## src/verilog/ebus_pkg.sv

```systemverilog
`default_nettype none

// Widths and word types shared by every participant on the diagnostic bus
package ebus_pkg;

  // Full EBUS data path
  localparam int WORD_BITS = 36;

  // Diagnostic select field
  localparam int DS_BITS = 7;

  // The EDP board group splits the word into six-bit slices
  localparam int SLICE_BITS = 6;
  localparam int NUM_SLICES = 6;

  // One data word as carried on the EBUS, bit 0 least significant
  typedef logic [WORD_BITS-1:0] ebus_word_t;

  // Diagnostic select code
  typedef logic [DS_BITS-1:0] ebus_ds_t;

  // One EDP slice of a word
  typedef logic [SLICE_BITS-1:0] slice_t;

endpackage

`default_nettype wire

```

## src/verilog/diag_map_pkg.sv

```systemverilog
`default_nettype none

// Diagnostic select address map and board layout
package diag_map_pkg;

  // APR board answers four consecutive selects from here
  localparam ebus_pkg::ebus_ds_t DS_APR_BASE = 7'o040;

  // CON board, same layout as APR
  localparam ebus_pkg::ebus_ds_t DS_CON_BASE = 7'o050;

  // Single select shared by all six EDP slices
  localparam ebus_pkg::ebus_ds_t DS_EDP_AR = 7'o060;

  // Registers held by each diagnostic register board
  localparam int REGS_PER_BOARD = 4;

  // Index width into a board's register file
  localparam int REG_IDX_BITS = $clog2(REGS_PER_BOARD);

endpackage

`default_nettype wire

```

## src/verilog/ebus_fe.sv

```systemverilog
`timescale 1ns/10ps
`default_nettype none

module ebus_fe (
  input  wire logic                 clk,
  input  wire logic                 arst_n,

  input  wire logic                 cmd_strobe,
  input  wire logic                 cmd_write,
  input  wire ebus_pkg::ebus_ds_t   cmd_ds,
  input  wire ebus_pkg::ebus_word_t cmd_data,

  input  wire ebus_pkg::ebus_word_t ebus_data,

  output logic                      ebus_ds_strobe,
  output logic                      ebus_write,
  output ebus_pkg::ebus_ds_t        ebus_ds,
  output ebus_pkg::ebus_word_t      ebus_data_fe,

  output logic                      resp_strobe,
  output ebus_pkg::ebus_ds_t        resp_ds,
  output ebus_pkg::ebus_word_t      resp_data,
  output logic                      resp_par
);

  logic rd_cycle;

  // A read is on the bus when the strobe is up without write
  assign rd_cycle = ebus_ds_strobe & ~ebus_write;

  // Stage one, command onto the EBUS for exactly one cycle
  always_ff @(posedge clk or negedge arst_n) begin
    if (!arst_n) begin
      ebus_ds_strobe <= 1'b0;
      ebus_write     <= 1'b0;
    end else begin
      ebus_ds_strobe <= cmd_strobe;
      ebus_write     <= cmd_strobe & cmd_write;
    end
  end

  always_ff @(posedge clk) begin
    if (cmd_strobe) begin
      ebus_ds      <= cmd_ds;
      ebus_data_fe <= cmd_data;
    end
  end

  // Stage two, sample the muxed bus word at the end of a read cycle
  always_ff @(posedge clk or negedge arst_n) begin
    if (!arst_n) begin
      resp_strobe <= 1'b0;
    end else begin
      resp_strobe <= rd_cycle;
    end
  end

  always_ff @(posedge clk) begin
    if (rd_cycle) begin
      resp_ds   <= ebus_ds;
      resp_data <= ebus_data;
      // Odd parity, so an all-zero word carries a one
      resp_par  <= ~^ebus_data;
    end
  end

endmodule

`default_nettype wire

```

## src/verilog/diag_reg_board.sv

```systemverilog
`timescale 1ns/10ps
`default_nettype none

module diag_reg_board #(
  parameter ebus_pkg::ebus_ds_t BASE_DS = diag_map_pkg::DS_APR_BASE
) (
  input  wire logic                 clk,
  input  wire logic                 arst_n,
  input  wire logic                 ebus_ds_strobe,
  input  wire logic                 ebus_write,
  input  wire ebus_pkg::ebus_ds_t   ebus_ds,
  input  wire ebus_pkg::ebus_word_t ebus_data_fe,
  output logic                      driving,
  output ebus_pkg::ebus_word_t      data
);

  ebus_pkg::ebus_word_t regs [diag_map_pkg::REGS_PER_BOARD];
  ebus_pkg::ebus_ds_t   offset;
  logic [diag_map_pkg::REG_IDX_BITS-1:0] idx;
  logic                 hit;

  // Select decode, offset from base must land inside the board
  assign offset = ebus_ds - BASE_DS;
  assign idx    = offset[diag_map_pkg::REG_IDX_BITS-1:0];
  assign hit    = ebus_ds_strobe && (ebus_ds >= BASE_DS) &&
                  (offset < diag_map_pkg::REGS_PER_BOARD);

  assign driving = hit & ~ebus_write;
  assign data    = regs[idx];

  always_ff @(posedge clk or negedge arst_n) begin
    if (!arst_n) begin
      for (int i = 0; i < diag_map_pkg::REGS_PER_BOARD; i++) begin
        regs[i] <= '0;
      end
    end else if (hit && ebus_write) begin
      regs[idx] <= ebus_data_fe;
    end
  end

endmodule

`default_nettype wire

```

## src/verilog/edp_slice.sv

```systemverilog
`timescale 1ns/10ps
`default_nettype none

module edp_slice #(
  parameter int SLICE = 0
) (
  input  wire logic                 clk,
  input  wire logic                 arst_n,
  input  wire logic                 ebus_ds_strobe,
  input  wire logic                 ebus_write,
  input  wire ebus_pkg::ebus_ds_t   ebus_ds,
  input  wire ebus_pkg::ebus_word_t ebus_data_fe,
  output logic                      driving,
  output ebus_pkg::slice_t          data
);

  ebus_pkg::slice_t ar;
  logic             sel;

  // Every slice decodes the same select, the word is shared six ways
  assign sel = ebus_ds_strobe && (ebus_ds == diag_map_pkg::DS_EDP_AR);

  assign driving = sel & ~ebus_write;
  assign data    = ar;

  // Keep only this slice's six bits of the bus word
  always_ff @(posedge clk or negedge arst_n) begin
    if (!arst_n) begin
      ar <= '0;
    end else if (sel && ebus_write) begin
      ar <= ebus_data_fe[SLICE*ebus_pkg::SLICE_BITS +: ebus_pkg::SLICE_BITS];
    end
  end

endmodule

`default_nettype wire

```

## src/verilog/ebus_mux.sv

```systemverilog
`timescale 1ns/10ps
`default_nettype none

module ebus_mux (
  input  wire logic                             fe_driving,
  input  wire ebus_pkg::ebus_word_t             ebus_data_fe,
  input  wire logic                             apr_driving,
  input  wire ebus_pkg::ebus_word_t             apr_data,
  input  wire logic                             con_driving,
  input  wire ebus_pkg::ebus_word_t             con_data,
  input  wire logic [ebus_pkg::NUM_SLICES-1:0]  edp_driving,
  input  wire ebus_pkg::slice_t                 edp_data [ebus_pkg::NUM_SLICES],
  output ebus_pkg::ebus_word_t                  ebus_data
);

  ebus_pkg::ebus_word_t edp_word;

  // Slice 0 holds the least significant six bits
  always_comb begin
    for (int i = 0; i < ebus_pkg::NUM_SLICES; i++) begin
      edp_word[i*ebus_pkg::SLICE_BITS +: ebus_pkg::SLICE_BITS] = edp_data[i];
    end
  end

  // Fixed priority, front end first
  always_comb begin
    if (fe_driving) begin
      ebus_data = ebus_data_fe;
    end else if (apr_driving) begin
      ebus_data = apr_data;
    end else if (con_driving) begin
      ebus_data = con_data;
    end else if (|edp_driving) begin
      // Any one slice driving brings in the whole group
      ebus_data = edp_word;
    end else begin
      ebus_data = '0;
    end
  end

endmodule

`default_nettype wire

```

## src/verilog/kl_ebus.sv

```systemverilog
`timescale 1ns/10ps
`default_nettype none

module kl_ebus (
  input  wire logic                 clk,
  input  wire logic                 arst_n,

  input  wire logic                 cmd_strobe,
  input  wire logic                 cmd_write,
  input  wire ebus_pkg::ebus_ds_t   cmd_ds,
  input  wire ebus_pkg::ebus_word_t cmd_data,

  output logic                      resp_strobe,
  output ebus_pkg::ebus_ds_t        resp_ds,
  output ebus_pkg::ebus_word_t      resp_data,
  output logic                      resp_par
);

  wire logic                            ebus_ds_strobe;
  wire logic                            ebus_write;
  wire ebus_pkg::ebus_ds_t              ebus_ds;
  wire ebus_pkg::ebus_word_t            ebus_data_fe;
  wire ebus_pkg::ebus_word_t            ebus_data;
  wire logic                            fe_driving;

  wire logic                            apr_driving;
  wire ebus_pkg::ebus_word_t            apr_data;
  wire logic                            con_driving;
  wire ebus_pkg::ebus_word_t            con_data;
  wire logic [ebus_pkg::NUM_SLICES-1:0] edp_driving;
  wire ebus_pkg::slice_t                edp_data [ebus_pkg::NUM_SLICES];

  // Front end owns the data lines during a write
  assign fe_driving = ebus_ds_strobe & ebus_write;

  ebus_fe fe_i (.*);

  diag_reg_board #(.BASE_DS(diag_map_pkg::DS_APR_BASE)) apr_board (
    .clk, .arst_n, .ebus_ds_strobe, .ebus_write, .ebus_ds, .ebus_data_fe,
    .driving (apr_driving),
    .data    (apr_data)
  );

  diag_reg_board #(.BASE_DS(diag_map_pkg::DS_CON_BASE)) con_board (
    .clk, .arst_n, .ebus_ds_strobe, .ebus_write, .ebus_ds, .ebus_data_fe,
    .driving (con_driving),
    .data    (con_data)
  );

  // EDP AR word, one board per six bits
  for (genvar i = 0; i < ebus_pkg::NUM_SLICES; i++) begin : g_edp
    edp_slice #(.SLICE(i)) edp_i (
      .clk, .arst_n, .ebus_ds_strobe, .ebus_write, .ebus_ds, .ebus_data_fe,
      .driving (edp_driving[i]),
      .data    (edp_data[i])
    );
  end

  ebus_mux mux_i (
    .fe_driving, .ebus_data_fe,
    .apr_driving, .apr_data,
    .con_driving, .con_data,
    .edp_driving, .edp_data,
    .ebus_data
  );

endmodule

`default_nettype wire

```

## config.mk

```make
export PLATFORM = sky130hd
export DESIGN_NAME = kl_ebus
export DESIGN_NICKNAME = d
export VERILOG_FILES = /design/src/verilog/ebus_pkg.sv /design/src/verilog/diag_map_pkg.sv /design/src/verilog/ebus_fe.sv /design/src/verilog/diag_reg_board.sv /design/src/verilog/edp_slice.sv /design/src/verilog/ebus_mux.sv /design/src/verilog/kl_ebus.sv
export SDC_FILE = /design/constraint.sdc
export NUM_CORES = 1
export LEC_CHECK = 0
export BUFFER_PORTS_ARGS = -buffer_cell sky130_fd_sc_hd__buf_2
export CAP_MARGIN = 30
export CORE_ASPECT_RATIO = 1.2
export CORE_UTILIZATION = 40
export CTS_BUF_LIST = sky130_fd_sc_hd__clkbuf_16
export DETAILED_ROUTE_END_ITERATION = 7
export HOLD_SLACK_MARGIN = 0.1
export PLACE_DENSITY = 0.55
export SYNTH_ARGS = -nofsm -noshare
export SYNTH_HDL_FRONTEND = slang
export SYNTH_SLANG_ARGS = --single-unit
```

## constraint.sdc

```tcl
create_clock -name clk -period 3.5 [get_ports clk]
set_input_delay 0.7 -clock clk [delete_from_list [all_inputs] [get_ports clk]]
set_output_delay 0.7 -clock clk [all_outputs]
set_load 0.02 [all_outputs]
```

## After elaboration in Yosys (flattened, before gate mapping)

Index checks and enable logic that the tools add are counted.

| operators by class | value |
|---|---|
| reductions and logical operators | 11 |
| equality and inequality tests | 1 |
| $lt $le $gt $ge | 8 |
| add/subtract/negate cells | 2 |
| muxes and demuxes | 16 |
| bitwise gates (word level) | 9 |

Operator list:

| kind | count |
|---|---|
| $mux 36 | 10 |
| $bwmux 144 | 2 |
| $bmux 36 s2 | 2 |
| $demux 36 s2 | 2 |
| $reduce_xnor 36->1 | 1 |
| $ge 7x6->1 const B | 2 |
| $lt 7x3->1 const B | 2 |
| $sub 7x6->7 const B | 2 |
| $logic_and 1x1->1 | 10 |
| $eq 7x6->1 const B | 1 |
| $and 1x1->1 | 6 |
| $ge 3x3->1 const B | 2 |
| $lt 3x1->1 const B | 2 |
| $not 2->3 | 2 |
| $not 1->1 | 1 |

| word-level totals | value |
|---|---|
| register bits after elaboration | 414 |
| word-level logic and storage cells | 69 |
| input bits | 47 |

## Depth between registers and ports, before layout

Gate-level depths: netlist of the first run.

| depth | value |
|---|---|
| depth after elaboration | 9 |
| gate-level depth with buffers | 12 |

## Cells and area by module

From an unflattened synthesis of the first run, not the netlist that was laid out.

| unflattened totals | value |
|---|---|
| cell total of the unflattened synthesis | 1,108 |
| area, all modules | 18,936.9 um2 |

Modules (own cells, without submodules):

| module | times used | sequential area each (um2) | cells an instance | area each (um2) |
|---|---|---|---|---|
| diag_reg_board at apr_board | 1 | 3,603.5 | 353 | 6,687.7 |
| diag_reg_board at con_board | 1 | 3,603.5 | 355 | 6,427.4 |
| ebus_fe | 1 | 2,687.6 | 126 | 3,011.6 |
| edp_slice | 6 | 150.1 | 17 | 284.0 |
| ebus_mux | 1 | 0.0 | 171 | 1,099.8 |
| kl_ebus | 1 | 0.0 | 1 | 6.3 |

## Worst setup path after synthesis of the first run

No wires, ideal clock.

| timing path | value |
|---|---|
| kind | reg-to-reg |
| start point | register fe_i.ebus_write |
| end point | register fe_i.resp_data[0], enable pin |
| setup slack | 160 ps |
| arrival | 2,888 ps |
| buffers on the path | 3 |
| stages on the path, launching flop included | 5 |
| setup time | 451 ps |
| data required time | 3,049 ps |
| clock period less this slack | 3,340 ps |
| cells stage by stage | dfrtp_1 > buf_2 > clkbuf_1 > clkbuf_1 > nor2b_1 |

| on the way | value |
|---|---|
| cells in the longest elaborated chain, start to end | 2 |

RTL lines:

| what | RTL line | RTL |
|---|---|---|
| start, declared | ebus_fe.sv:16 | `output logic ebus_write,` |
| start signal, assigned | ebus_fe.sv:38 | `ebus_write <= cmd_strobe & cmd_write;` |
| $not 1->1 | ebus_fe.sv:29 | `assign rd_cycle = ebus_ds_strobe & ~ebus_write;` |
| $and 1x1->1 | ebus_fe.sv:29 |  |
| via fe_i.rd_cycle | ebus_fe.sv:26 | `logic rd_cycle;` |
| end signal, assigned | ebus_fe.sv:61 | `resp_data <= ebus_data;` |
| end, declared | ebus_fe.sv:22 | `output ebus_pkg::ebus_word_t resp_data,` |

The timed path passes the listed nets, and every way through them passes these cells.
A chain may end at the register's enable or synchronous reset.

## Worst setup path in the final report of the first run

| timing path | value |
|---|---|
| start point | register fe_i.ebus_ds[0] |
| end point | register fe_i.resp_par (data pin) |

| on the way | value |
|---|---|
| cells in the longest elaborated chain, start to end | 9 |

RTL lines:

| what | RTL line | RTL |
|---|---|---|
| start, declared | ebus_fe.sv:17 | `output ebus_pkg::ebus_ds_t ebus_ds,` |
| start signal, assigned | ebus_fe.sv:44 | `ebus_ds <= cmd_ds;` |
| parallel branches: the longest is 6 deep, another holds $sub 7x6->7 | n/a |  |
| $mux 36 * | ebus_mux.sv:29 | `end else if (apr_driving) begin` |
| $mux 36 * | ebus_mux.sv:27 | `if (fe_driving) begin` |
| $reduce_xnor 36->1 * | ebus_fe.sv:63 | `resp_par <= ~^ebus_data;` |
| end signal, assigned | ebus_fe.sv:63 |  |
| end, declared | ebus_fe.sv:23 | `output logic resp_par` |

Every way passes the cells marked *. The select of a mux whose other input is x is not followed.

==> results of run 1 <==
==> worst max-delay path, stage by stage (launching register included) <==
cell      delay, ns
edfxtp_1       0.47
buf_12         0.16
buf_12         0.10
buf_16         0.11
buf_12         0.17
mux4_2         0.53
o22ai_1        0.20
a211o_1        0.23
nand3_1        0.09
o211ai_1       0.10
xnor3_1        0.55
xnor3_1        0.38
==> per-layer routing <==
metal / part of all wire / track usage / up-vias
met1: 0.46 / 0.2927 / 5743
li1: - / - / 4671
met5: 0 / 0 / -
met4: 0.019 / 0.05332 / 0
met2: 0.49 / 0.3390 / 207
met3: 0.037 / 0.03505 / 54
==> cell families after synthesis <==
kind of cell / count (synthesis) / synth area share
AND/OR/NAND/NOR: 102 / 0.02828
buffers and inverters: 107 / 0.03430
AO/OA/AOI/OAI: 121 / 0.05291
XOR/XNOR: 24 / 0.02009
flip-flops: 414 / 0.5838
multiplexers: 392 / 0.2806
==> placed cells by master (no fill, tap or decap), drive strengths merged, types with 23 or more instances in the layout <==
| cell | count |
|---|---|
| dfrtp | 327 |
| mux2 | 315 |
| buf | 206 |
| edfxtp | 87 |
| mux4 | 67 |
| nand2 | 51 |
| clkbuf | 47 |
| a21oi | 27 |
| o21ai | 25 |
| a22oi | 23 |
| clkinv | 23 |
==> how the worst max path moves through the flow <==
| stage | cells after the start | startpoint | end | slack (ns) |
|---|---|---|---|---|
| 2_1_floorplan | 4 | fe_i.ebus_write$_DFF_PN0_ | fe_i.resp_data[0]$_DFFE_PP_ | 0.16 |
| 3_3_place_gp | 10 | fe_i.ebus_ds[0]$_DFFE_PP_ | fe_i.resp_par$_DFFE_PP_ | 0.05 |
| 3_5_place_dp | 10 | fe_i.ebus_ds[0]$_DFFE_PP_ | fe_i.resp_par$_DFFE_PP_ | 0.02 |
| 4_1_cts | 10 | fe_i.ebus_ds[0]$_DFFE_PP_ | fe_i.resp_par$_DFFE_PP_ | 0.02 |
| 5_1_grt | 9 | fe_i.ebus_ds[0]$_DFFE_PP_ | fe_i.resp_par$_DFFE_PP_ | 0.03 |
| 6_report | 11 | fe_i.ebus_ds[0]$_DFFE_PP_ | fe_i.resp_par$_DFFE_PP_ | 0.12 |
==> stage by stage <==
stage	hold slack [ns]	utilization	total power [W]	cells	instance area, um^2
after detailed placement	0.4697	0.4443	0.006393	1849	20080
after global placement	0.4580	0.4443	0.006378	1849	20080
after CTS	0.1790	0.4748	0.01093	1931	21460
after floorplan	0.4044	-	0.005970	1160	18490
after global routing	0.2081	0.4843	0.01128	1956	21890
final	0.1588	0.4843	0.01085	1956	21890
==> sequential cells by signal, indices dropped and copies added (netlist names) <==
name / flops
fe_i.resp_data: 36
fe_i.ebus_ds_strobe: 1
g_edp.edp_i.data: 36
fe_i.resp_par: 1
apr_board.regs: 144
fe_i.ebus_ds: 7
con_board.regs: 144
fe_i.ebus_data_fe: 36
fe_i.resp_ds: 7
fe_i.resp_strobe: 1
fe_i.ebus_write: 1
==> area by class of cell <==
class | instances | area [um^2]
fillers | 3900 | 23310
well taps | 609 | 762.0
flip-flops and latches | 414 | 10800
inverters | 4 | 18.77
clock inverters | 37 | 251.5
clock buffers | 45 | 1126
repair buffers | 208 | 1710
multi-input cells | 639 | 7228
==> power breakdown <==
group | internal (W) | switching [W]
registers | 0.00517 | 0.000195
clock network | 0.00256 | 0.00194
logic | 0.000473 | 0.000512
total | 0.00820 | 0.00264
==> what timing repair did <==
| item | CTS | global route |
|---|---|---|
| resized for setup | 0 | 35 |
| buffers inserted | 0 | 23 |
| endpoints found under the setup margin | 0 | 1 |
==> impl_metrics.json, run 1 <==
{
  "clock-sinks": 414,
  "synth-edff-count": 87,
  "clock_latency_ns": 0.58,
  "outcome": "complete, no violations",
  "antenna_found_initial": 1,
  "cts_buffers": 44,
  "synth.area.top_cells": "dfrtp_1 44%, mux2_2 19%, edfxtp_1 14%, mux4_2 7.1%, mux4_1 1.3%",
  "die_w_um": 198.3,
  "fin_skew_ns": 0.01500,
  "ios": 92,
  "syn_inst": 1160,
  "worstSetupPathType": "register to register",
  "synthesis.nets": 1207,
  "max_slew_margin": 0.4828,
  "finalHoldViolCount": 0,
  "routabilityCongestion": 0.8331,
  "path_max_fanout": 14,
  "rr_endpoint": "fe_i.resp_par$_DFFE_PP_",
  "r2r-start": "fe_i.ebus_ds[0]$_DFFE_PP_",
  "place_ws_ns": 0.02347,
  "critPathLaunchType": "register",
  "slew_violations": 0,
  "antennaDiodeCount": 0,
  "nets": 1358,
  "cts_root_buf": "clkbuf_16",
  "grt_pass1_wl_um": 72420,
  "cts_tree": "built",
  "core_area_um2": 45200,
  "grt_start_max_net_pins": 93,
  "via_count": 10675,
  "wl_per_cell_um": 24.56,
  "yosysUniqueCellTypes": 74,
  "reg2regPathDepth": 11,
  "yosysTopAreaCell": "dfrtp_1",
  "crit_arrival_ns": 3.68,
  "ys_seq_area_frac": 0.5838,
  "cts.htree.levels": 2,
  "rrSetupSlack_ns": 0.12,
  "synth_top_area_share": 0.4425,
  "ir_drop_mv": 0.3162,
  "p_leak_nw": 10.27,
  "synth.most_common_cell": "dfrtp_1",
  "hold_path.class": "primary input to async pin",
  "drtIter0Drc": 595,
  "fmax_ghz": 0.2963,
  "ys_ff_latch": 414,
  "min_period_ns": 3.375,
  "setup_tns_ns": 0,
  "syn-mean-instance-area_um2": 15.94,
  "rows": 85,
  "die_h_um": 237.5,
  "power.density_nw_per_um2": 495.5,
  "fp.dieArea_um2": 47100,
  "timing.final.crit_share": 0.9643,
  "drive_above_1_share": 0.5167,
  "worst_setup_path_end_kind": "register",
  "ys_async_sr_fraction": 0.7899,
  "postRouteAntennaNets": 0,
  "initial_utilization": 0.4091,
  "cap_violations": 0,
  "grt_pass1_vias": 11213,
  "setup_slack_ns": 0.1248,
  "port_buffers": 91,
  "cts.clk_slew.worst_paths_ns": 0.06,
  "postCtsHoldBufs": 0,
  "worst_pin_slew_ns": 0.7742,
  "hpwl_um": 30420,
  "first_pass_iters": 5,
  "setup_viol": 0,
  "required_ns": 3.81,
  "grt_overflow": 0,
  "grt_util_all_layers": 0.2096,
  "synth_warnings": 0,
  "clk_path_buf_depth": 3,
  "wl_um": 48040,
  "rsz0062_at_grt": "no",
  "synthesis.area_um2": 18490,
  "drc": 0,
  "area_delta_synth_final_pct": 18.38,
  "synthFlopType": "dfrtp_1",
  "viasPerCell": 5.458,
  "synth.top_cells.by_count": "327 x dfrtp_1, 315 x mux2_2, 87 x edfxtp_1"
}
Note: power is estimated with default switching activity, not from simulation.
==> run 2: changes to the inputs <==
Settings changed: CELL_PAD_IN_SITES_DETAIL_PLACEMENT set to 1, CELL_PAD_IN_SITES_GLOBAL_PLACEMENT set to 1, CORE_MARGIN set to 1.5, PLACE_DENSITY 0.55 to 0.63.
==> run 2 against run 1 <==
Net effect:
- power is 2.2% higher
- final cell count is 0.51% lower
- flip-flop and latch count stayed put
- clock skew is 0.00088 ns higher
- critical path depth is 1 lower
- maximum frequency is 0.85% lower
- worst hold slack worse by 0.020 ns
- first-iteration DRC count is 0.84% higher
- combinational power is 3.1% lower
- via count is 0.19% higher
- sequential share of layout area is 0.64 points higher
- global-route usage is 1.1 points higher
- highest routed layer unchanged
==> impl_metrics.json, run 2 (synthesis results as in run 1) <==
{
  "critPathMaxStageDelay_ns": 0.53,
  "initial_utilization": 0.4044,
  "max_slew_margin": 0.4263,
  "fmax_ghz": 0.2937,
  "grt_pass1_wl_um": 76710,
  "drive_above_1_share": 0.5023,
  "outcome": "complete, no violations",
  "port_buffers": 91,
  "drtIter0Drc": 600,
  "post-place-cells": 1861,
  "nets": 1343,
  "die_h_um": 238.5,
  "routabilityCongestion": 0.7925,
  "ir_drop_mv": 0.2860,
  "via_count": 10695,
  "critPathBufInv": 2,
  "worstSetupPathType": "register to register",
  "slew_violations": 0,
  "crit_arrival_ns": 3.71,
  "die_w_um": 199.3,
  "path_max_fanout": 9,
  "fin_skew_ns": 0.01588,
  "critPathLaunchType": "register",
  "finalHoldViolCount": 0,
  "cap_violations": 0,
  "core_area_um2": 45730,
  "clock_latency_ns": 0.58,
  "hold_path.class": "primary input to async pin",
  "clock-sinks": 414,
  "cts_tree": "built",
  "wl_per_cell_um": 25.68,
  "grt_overflow": 0,
  "hpwl_um": 32090,
  "grt_pass1_vias": 11958,
  "p_leak_nw": 10.18,
  "cts.htree.levels": 2,
  "worst_setup_path_end_kind": "register",
  "cp_common_cell": "xnor3_1",
  "first_pass_iters": 4,
  "critPathTopFamily": "XOR/XNOR gates",
  "cp_slowest_cell": "mux4_2",
  "postRouteAntennaNets": 0,
  "post-route-util": 0.4726,
  "cts.clk_slew.worst_paths_ns": 0.06,
  "reg_top3": "apr_board.regs x144, con_board.regs x144",
  "antennaDiodeCount": 0,
  "grt_start_max_net_pins": 77,
  "rows": 86,
  "cts_buffers": 45,
  "setup_viol": 0,
  "required_ns": 3.81,
  "worst_pin_slew_ns": 0.8605,
  "mostFrequentLayoutCells": "327 x dfrtp_1, 315 x mux2_2, 90 x buf_2",
  "min_period_ns": 3.404,
  "layout_commonest_cell": "dfrtp_1",
  "cts_root_buf": "clkbuf_16",
  "area_delta_synth_final_pct": 16.87,
  "path_cells": "buf_8 > buf_4 > mux4_2 > and4_1 > a211o_1 > xnor2_2 > xnor3_1 > xnor3_1 > xnor3_1 > xnor3_1",
  "fill_cells": 4450,
  "timing.final.crit_share": 0.9727,
  "drc": 0,
  "clk_path_buf_depth": 3,
  "ios": 92,
  "fp.dieArea_um2": 47540,
  "stdcell_count": 1946,
  "wl_um": 49980,
  "setup_tns_ns": 0,
  "power.density_nw_per_um2": 513.0,
  "antenna_found_initial": 0,
  "viasPerCell": 5.496,
  "grt_util_all_layers": 0.2208
}
-- run 2: worst paths after layout --
| kind | from | end | slack (ns) | cells past startpoint |
|---|---|---|---|---|
| setup / recovery | fe_i.ebus_ds[0]$_DFFE_PP_ | fe_i.resp_par$_DFFE_PP_ | 0.1 | 10 |
| hold / removal | arst_n | con_board.regs[37]$_DFFE_PN0P_ | 0.14 | 1 |
| setup reg to reg | fe_i.ebus_ds[0]$_DFFE_PP_ | fe_i.resp_par$_DFFE_PP_ | 0.1 | 10 |
| hold reg to reg | apr_board.regs[67]$_DFFE_PN0P_ | apr_board.regs[67]$_DFFE_PN0P_ | 0.48 | 2 |
| max in group asynchronous | arst_n | apr_board.regs[14]$_DFFE_PN0P_ | 2.46 | 2 |
| min in group clk | cmd_data[11] | fe_i.ebus_data_fe[11]$_DFFE_PP_ | 0.30 | 1 |
-- run 2: per-stage QoR --
step           power (W)  setup WS (ns)  hold slack, ns  cell area (um^2)
2_1_floorplan   0.005970         0.1605          0.4044             18490
3_3_place_gp    0.006374       -0.02864          0.4583             20020
3_5_place_dp    0.006401       -0.03106          0.4709             20020
4_1_cts          0.01121       0.001699          0.1425             21480
5_1_grt          0.01149      -0.003758          0.1596             21610
6_report         0.01109        0.09569          0.1391             21610
-- run 2: repair_timing --
action | CTS | global route
gates resized for setup | 2 | 15
setup endpoints to repair | 1 | 1
buffers inserted | 0 | 4
hold buffers | 0 | 0
hold endpoints to repair | 0 | 0
pin swaps | 0 | 1
-- run 2: area by class of cell --
class	instances	area, um^2	share of cell area
Inverter	4	15.01	0.0006947
Tap cell	616	770.7	0.03566
Multi-Input combinational cell	639	7149	0.3308
Clock buffer	46	1151	0.05326
Sequential cell	414	10800	0.4995
Timing Repair Buffer	192	1425	0.06594
Clock inverter	35	305.3	0.01413
-- run 2: report_power, final --
| group | internal, W | switching [W] | total [W] |
|---|---|---|---|
| logic | 0.000444 | 0.000511 | 0.000955 |
| clock network | 0.00281 | 0.00196 | 0.00477 |
| registers | 0.00517 | 0.000191 | 0.00536 |
-- run 2: routing by layer --
layer	part of all wire	track usage
met5	0	0
met2	0.50	0.3682
met3	0.035	0.03301
met4	0.027	0.06657
met1	0.44	0.2978
==> run 3: changes to the inputs <==
Settings changed: CAP_MARGIN 30 to 20, MAX_ROUTING_LAYER set to met4.
==> run 3 against run 2 <==
Net effect:
- design area unchanged
- sequential share of layout area unchanged
- sequential power about the same
- combinational power about the same
- non-clock buffer count unchanged
- critical path depth unchanged
- worst hold slack improved by 0.0038 ns
- power about the same
- first-iteration DRC count increased by 1.0%
- clock skew decreased by 0.00074 ns
- critical endpoint unchanged
- largest cell class unchanged
==> impl_metrics.json, run 3 (synthesis results as in run 1) <==
{
  "outcome": "complete, no violations",
  "antenna_found_initial": 0,
  "slew_violations": 0,
  "cts_tree": "built",
  "drc": 0,
  "grtUsageMet2": 0.3679,
  "mostFrequentLayoutCells": "327 x dfrtp_1, 315 x mux2_2, 90 x buf_2",
  "die_h_um": 238.5,
  "clock-sinks": 414,
  "worstSetupPathType": "register to register",
  "first_pass_iters": 5,
  "wl_per_cell_um": 25.66,
  "drive_above_1_share": 0.5023,
  "rows": 86,
  "cap_violations": 0,
  "fin_skew_ns": 0.01514,
  "area_delta_synth_final_pct": 16.87,
  "grt_pass1_vias": 11963,
  "postCtsHoldBufs": 0,
  "hpwl_um": 32090,
  "crit_arrival_ns": 3.70,
  "grt_util_all_layers": 0.2275,
  "setup_viol": 0,
  "critPathMaxStageDelay_ns": 0.52,
  "finalHoldViolCount": 0,
  "clock_latency_ns": 0.58,
  "viasPerCell": 5.486,
  "p_leak_nw": 10.18,
  "antennaDiodeCount": 0,
  "worst_pin_slew_ns": 0.8569,
  "rr_endpoint": "fe_i.resp_par$_DFFE_PP_",
  "port_buffers": 91,
  "ir_drop_mv": 0.2853,
  "grt_overflow": 0,
  "routabilityCongestion": 0.8052,
  "path_max_fanout": 9,
  "nets": 1343,
  "grt_start_max_net_pins": 77,
  "gr-usage-met3": 0.03287,
  "cts_root_buf": "clkbuf_16",
  "cts.clk_slew.worst_paths_ns": 0.06,
  "hold_path.class": "primary input to async pin",
  "reg_top3": "apr_board.regs x144, con_board.regs x144",
  "setup_slack_ns": 0.1029,
  "cts_buffers": 45,
  "core_area_um2": 45730,
  "ios": 92,
  "initial_utilization": 0.4044,
  "grt_pass1_wl_um": 76690,
  "wl_um": 49940,
  "power.density_nw_per_um2": 513.1,
  "grt.busiest_layer": "met2",
  "critPathTopFamily": "XOR/XNOR gates",
  "die_w_um": 199.3,
  "critPathLaunchType": "register",
  "place_ws_ns": -0.03106,
  "post-route-util": 0.4726,
  "grtUsageMet1": 0.2984,
  "layout_commonest_cell": "dfrtp_1",
  "cp_common_cell": "xnor3_1",
  "timing.final.crit_share": 0.9706,
  "cp_slowest_cell": "mux4_2",
  "worst_setup_path_end_kind": "register",
  "postRouteAntennaNets": 0,
  "via_count": 10675,
  "rrSetupSlack_ns": 0.10,
  "path_cells": "buf_8 > buf_4 > mux4_2 > and4_1 > a211o_1 > xnor2_2 > xnor3_1 > xnor3_1 > xnor3_1 > xnor3_1",
  "power_w": 0.01109,
  "critPathBufInv": 2,
  "clk_path_buf_depth": 3,
  "fp.dieArea_um2": 47540,
  "reg2regPathDepth": 10,
  "max_slew_margin": 0.4287,
  "drtIter0Drc": 606,
  "required_ns": 3.81,
  "cts.htree.levels": 2,
  "min_period_ns": 3.397,
  "fmax_ghz": 0.2944,
  "r2r-start": "fe_i.ebus_ds[0]$_DFFE_PP_"
}
run 3: cell counts in the layout (fill, tap and decap cells not counted):
No cell type changed its count.
run 3: report_power, final:
part	total (W)	internal, W	switching [W]
Clock	0.00477	0.00281	0.00196
Sequential	0.00536	0.00517	0.000190
Combinational	0.000955	0.000444	0.000511
run 3: metal layers:
layer	routed length, um	share of wire
met3	1763	0.035
met2	24830	0.50
met5	0	0
met4	1333	0.027
met1	22010	0.44
run 3: how the worst max path moves through the flow:
| stage | startpoint | endpoint | slack [ns] | cells after the start |
|---|---|---|---|---|
| 2_1_floorplan | fe_i.ebus_write$_DFF_PN0_ | fe_i.resp_data[0]$_DFFE_PP_ | 0.16 | 4 |
| 3_3_place_gp | fe_i.ebus_ds[3]$_DFFE_PP_ | fe_i.resp_par$_DFFE_PP_ | -0.03 | 9 |
| 3_5_place_dp | fe_i.ebus_ds[0]$_DFFE_PP_ | fe_i.resp_par$_DFFE_PP_ | -0.03 | 9 |
| 4_1_cts | fe_i.ebus_ds[3]$_DFFE_PP_ | fe_i.resp_par$_DFFE_PP_ | 0.002 | 9 |
| 5_1_grt | fe_i.ebus_ds[3]$_DFFE_PP_ | fe_i.resp_par$_DFFE_PP_ | -0.004 | 10 |
| 6_report | fe_i.ebus_ds[0]$_DFFE_PP_ | fe_i.resp_par$_DFFE_PP_ | 0.10 | 10 |
run 3: final cells by class:
cell class              instances  area [um^2]
inverters                       4        15.01
clock buffers                  46         1151
flip-flops and latches        414        10800
multi-input cells             639         7149
fillers                      4450        24120
repair buffers                192         1425
clock inverters                35        305.3
well taps                     616        770.7
run 3: per-stage QoR:
| step | setup TNS [ns] | instances | cell area [um^2] | hold WS [ns] |
|---|---|---|---|---|
| after global placement | -0.02864 | 1861 | 20020 | 0.4583 |
| after detailed placement | -0.03106 | 1861 | 20020 | 0.4709 |
| final | 0 | 1946 | 21610 | 0.1429 |
| after floorplan | 0 | 1160 | 18490 | 0.4044 |
| after global routing | -0.003756 | 1946 | 21610 | 0.1623 |
| after CTS | 0 | 1942 | 21480 | 0.1425 |
run 3: what timing repair did:
| item | 4_1_cts | 5_1_grt |
|---|---|---|
| setup endpoints to repair | 1 | 1 |
| endpoints found under the hold margin | 0 | 0 |
| gates resized for setup | 2 | 15 |
| pin swaps | 0 | 1 |
| setup buffers | 0 | 4 |
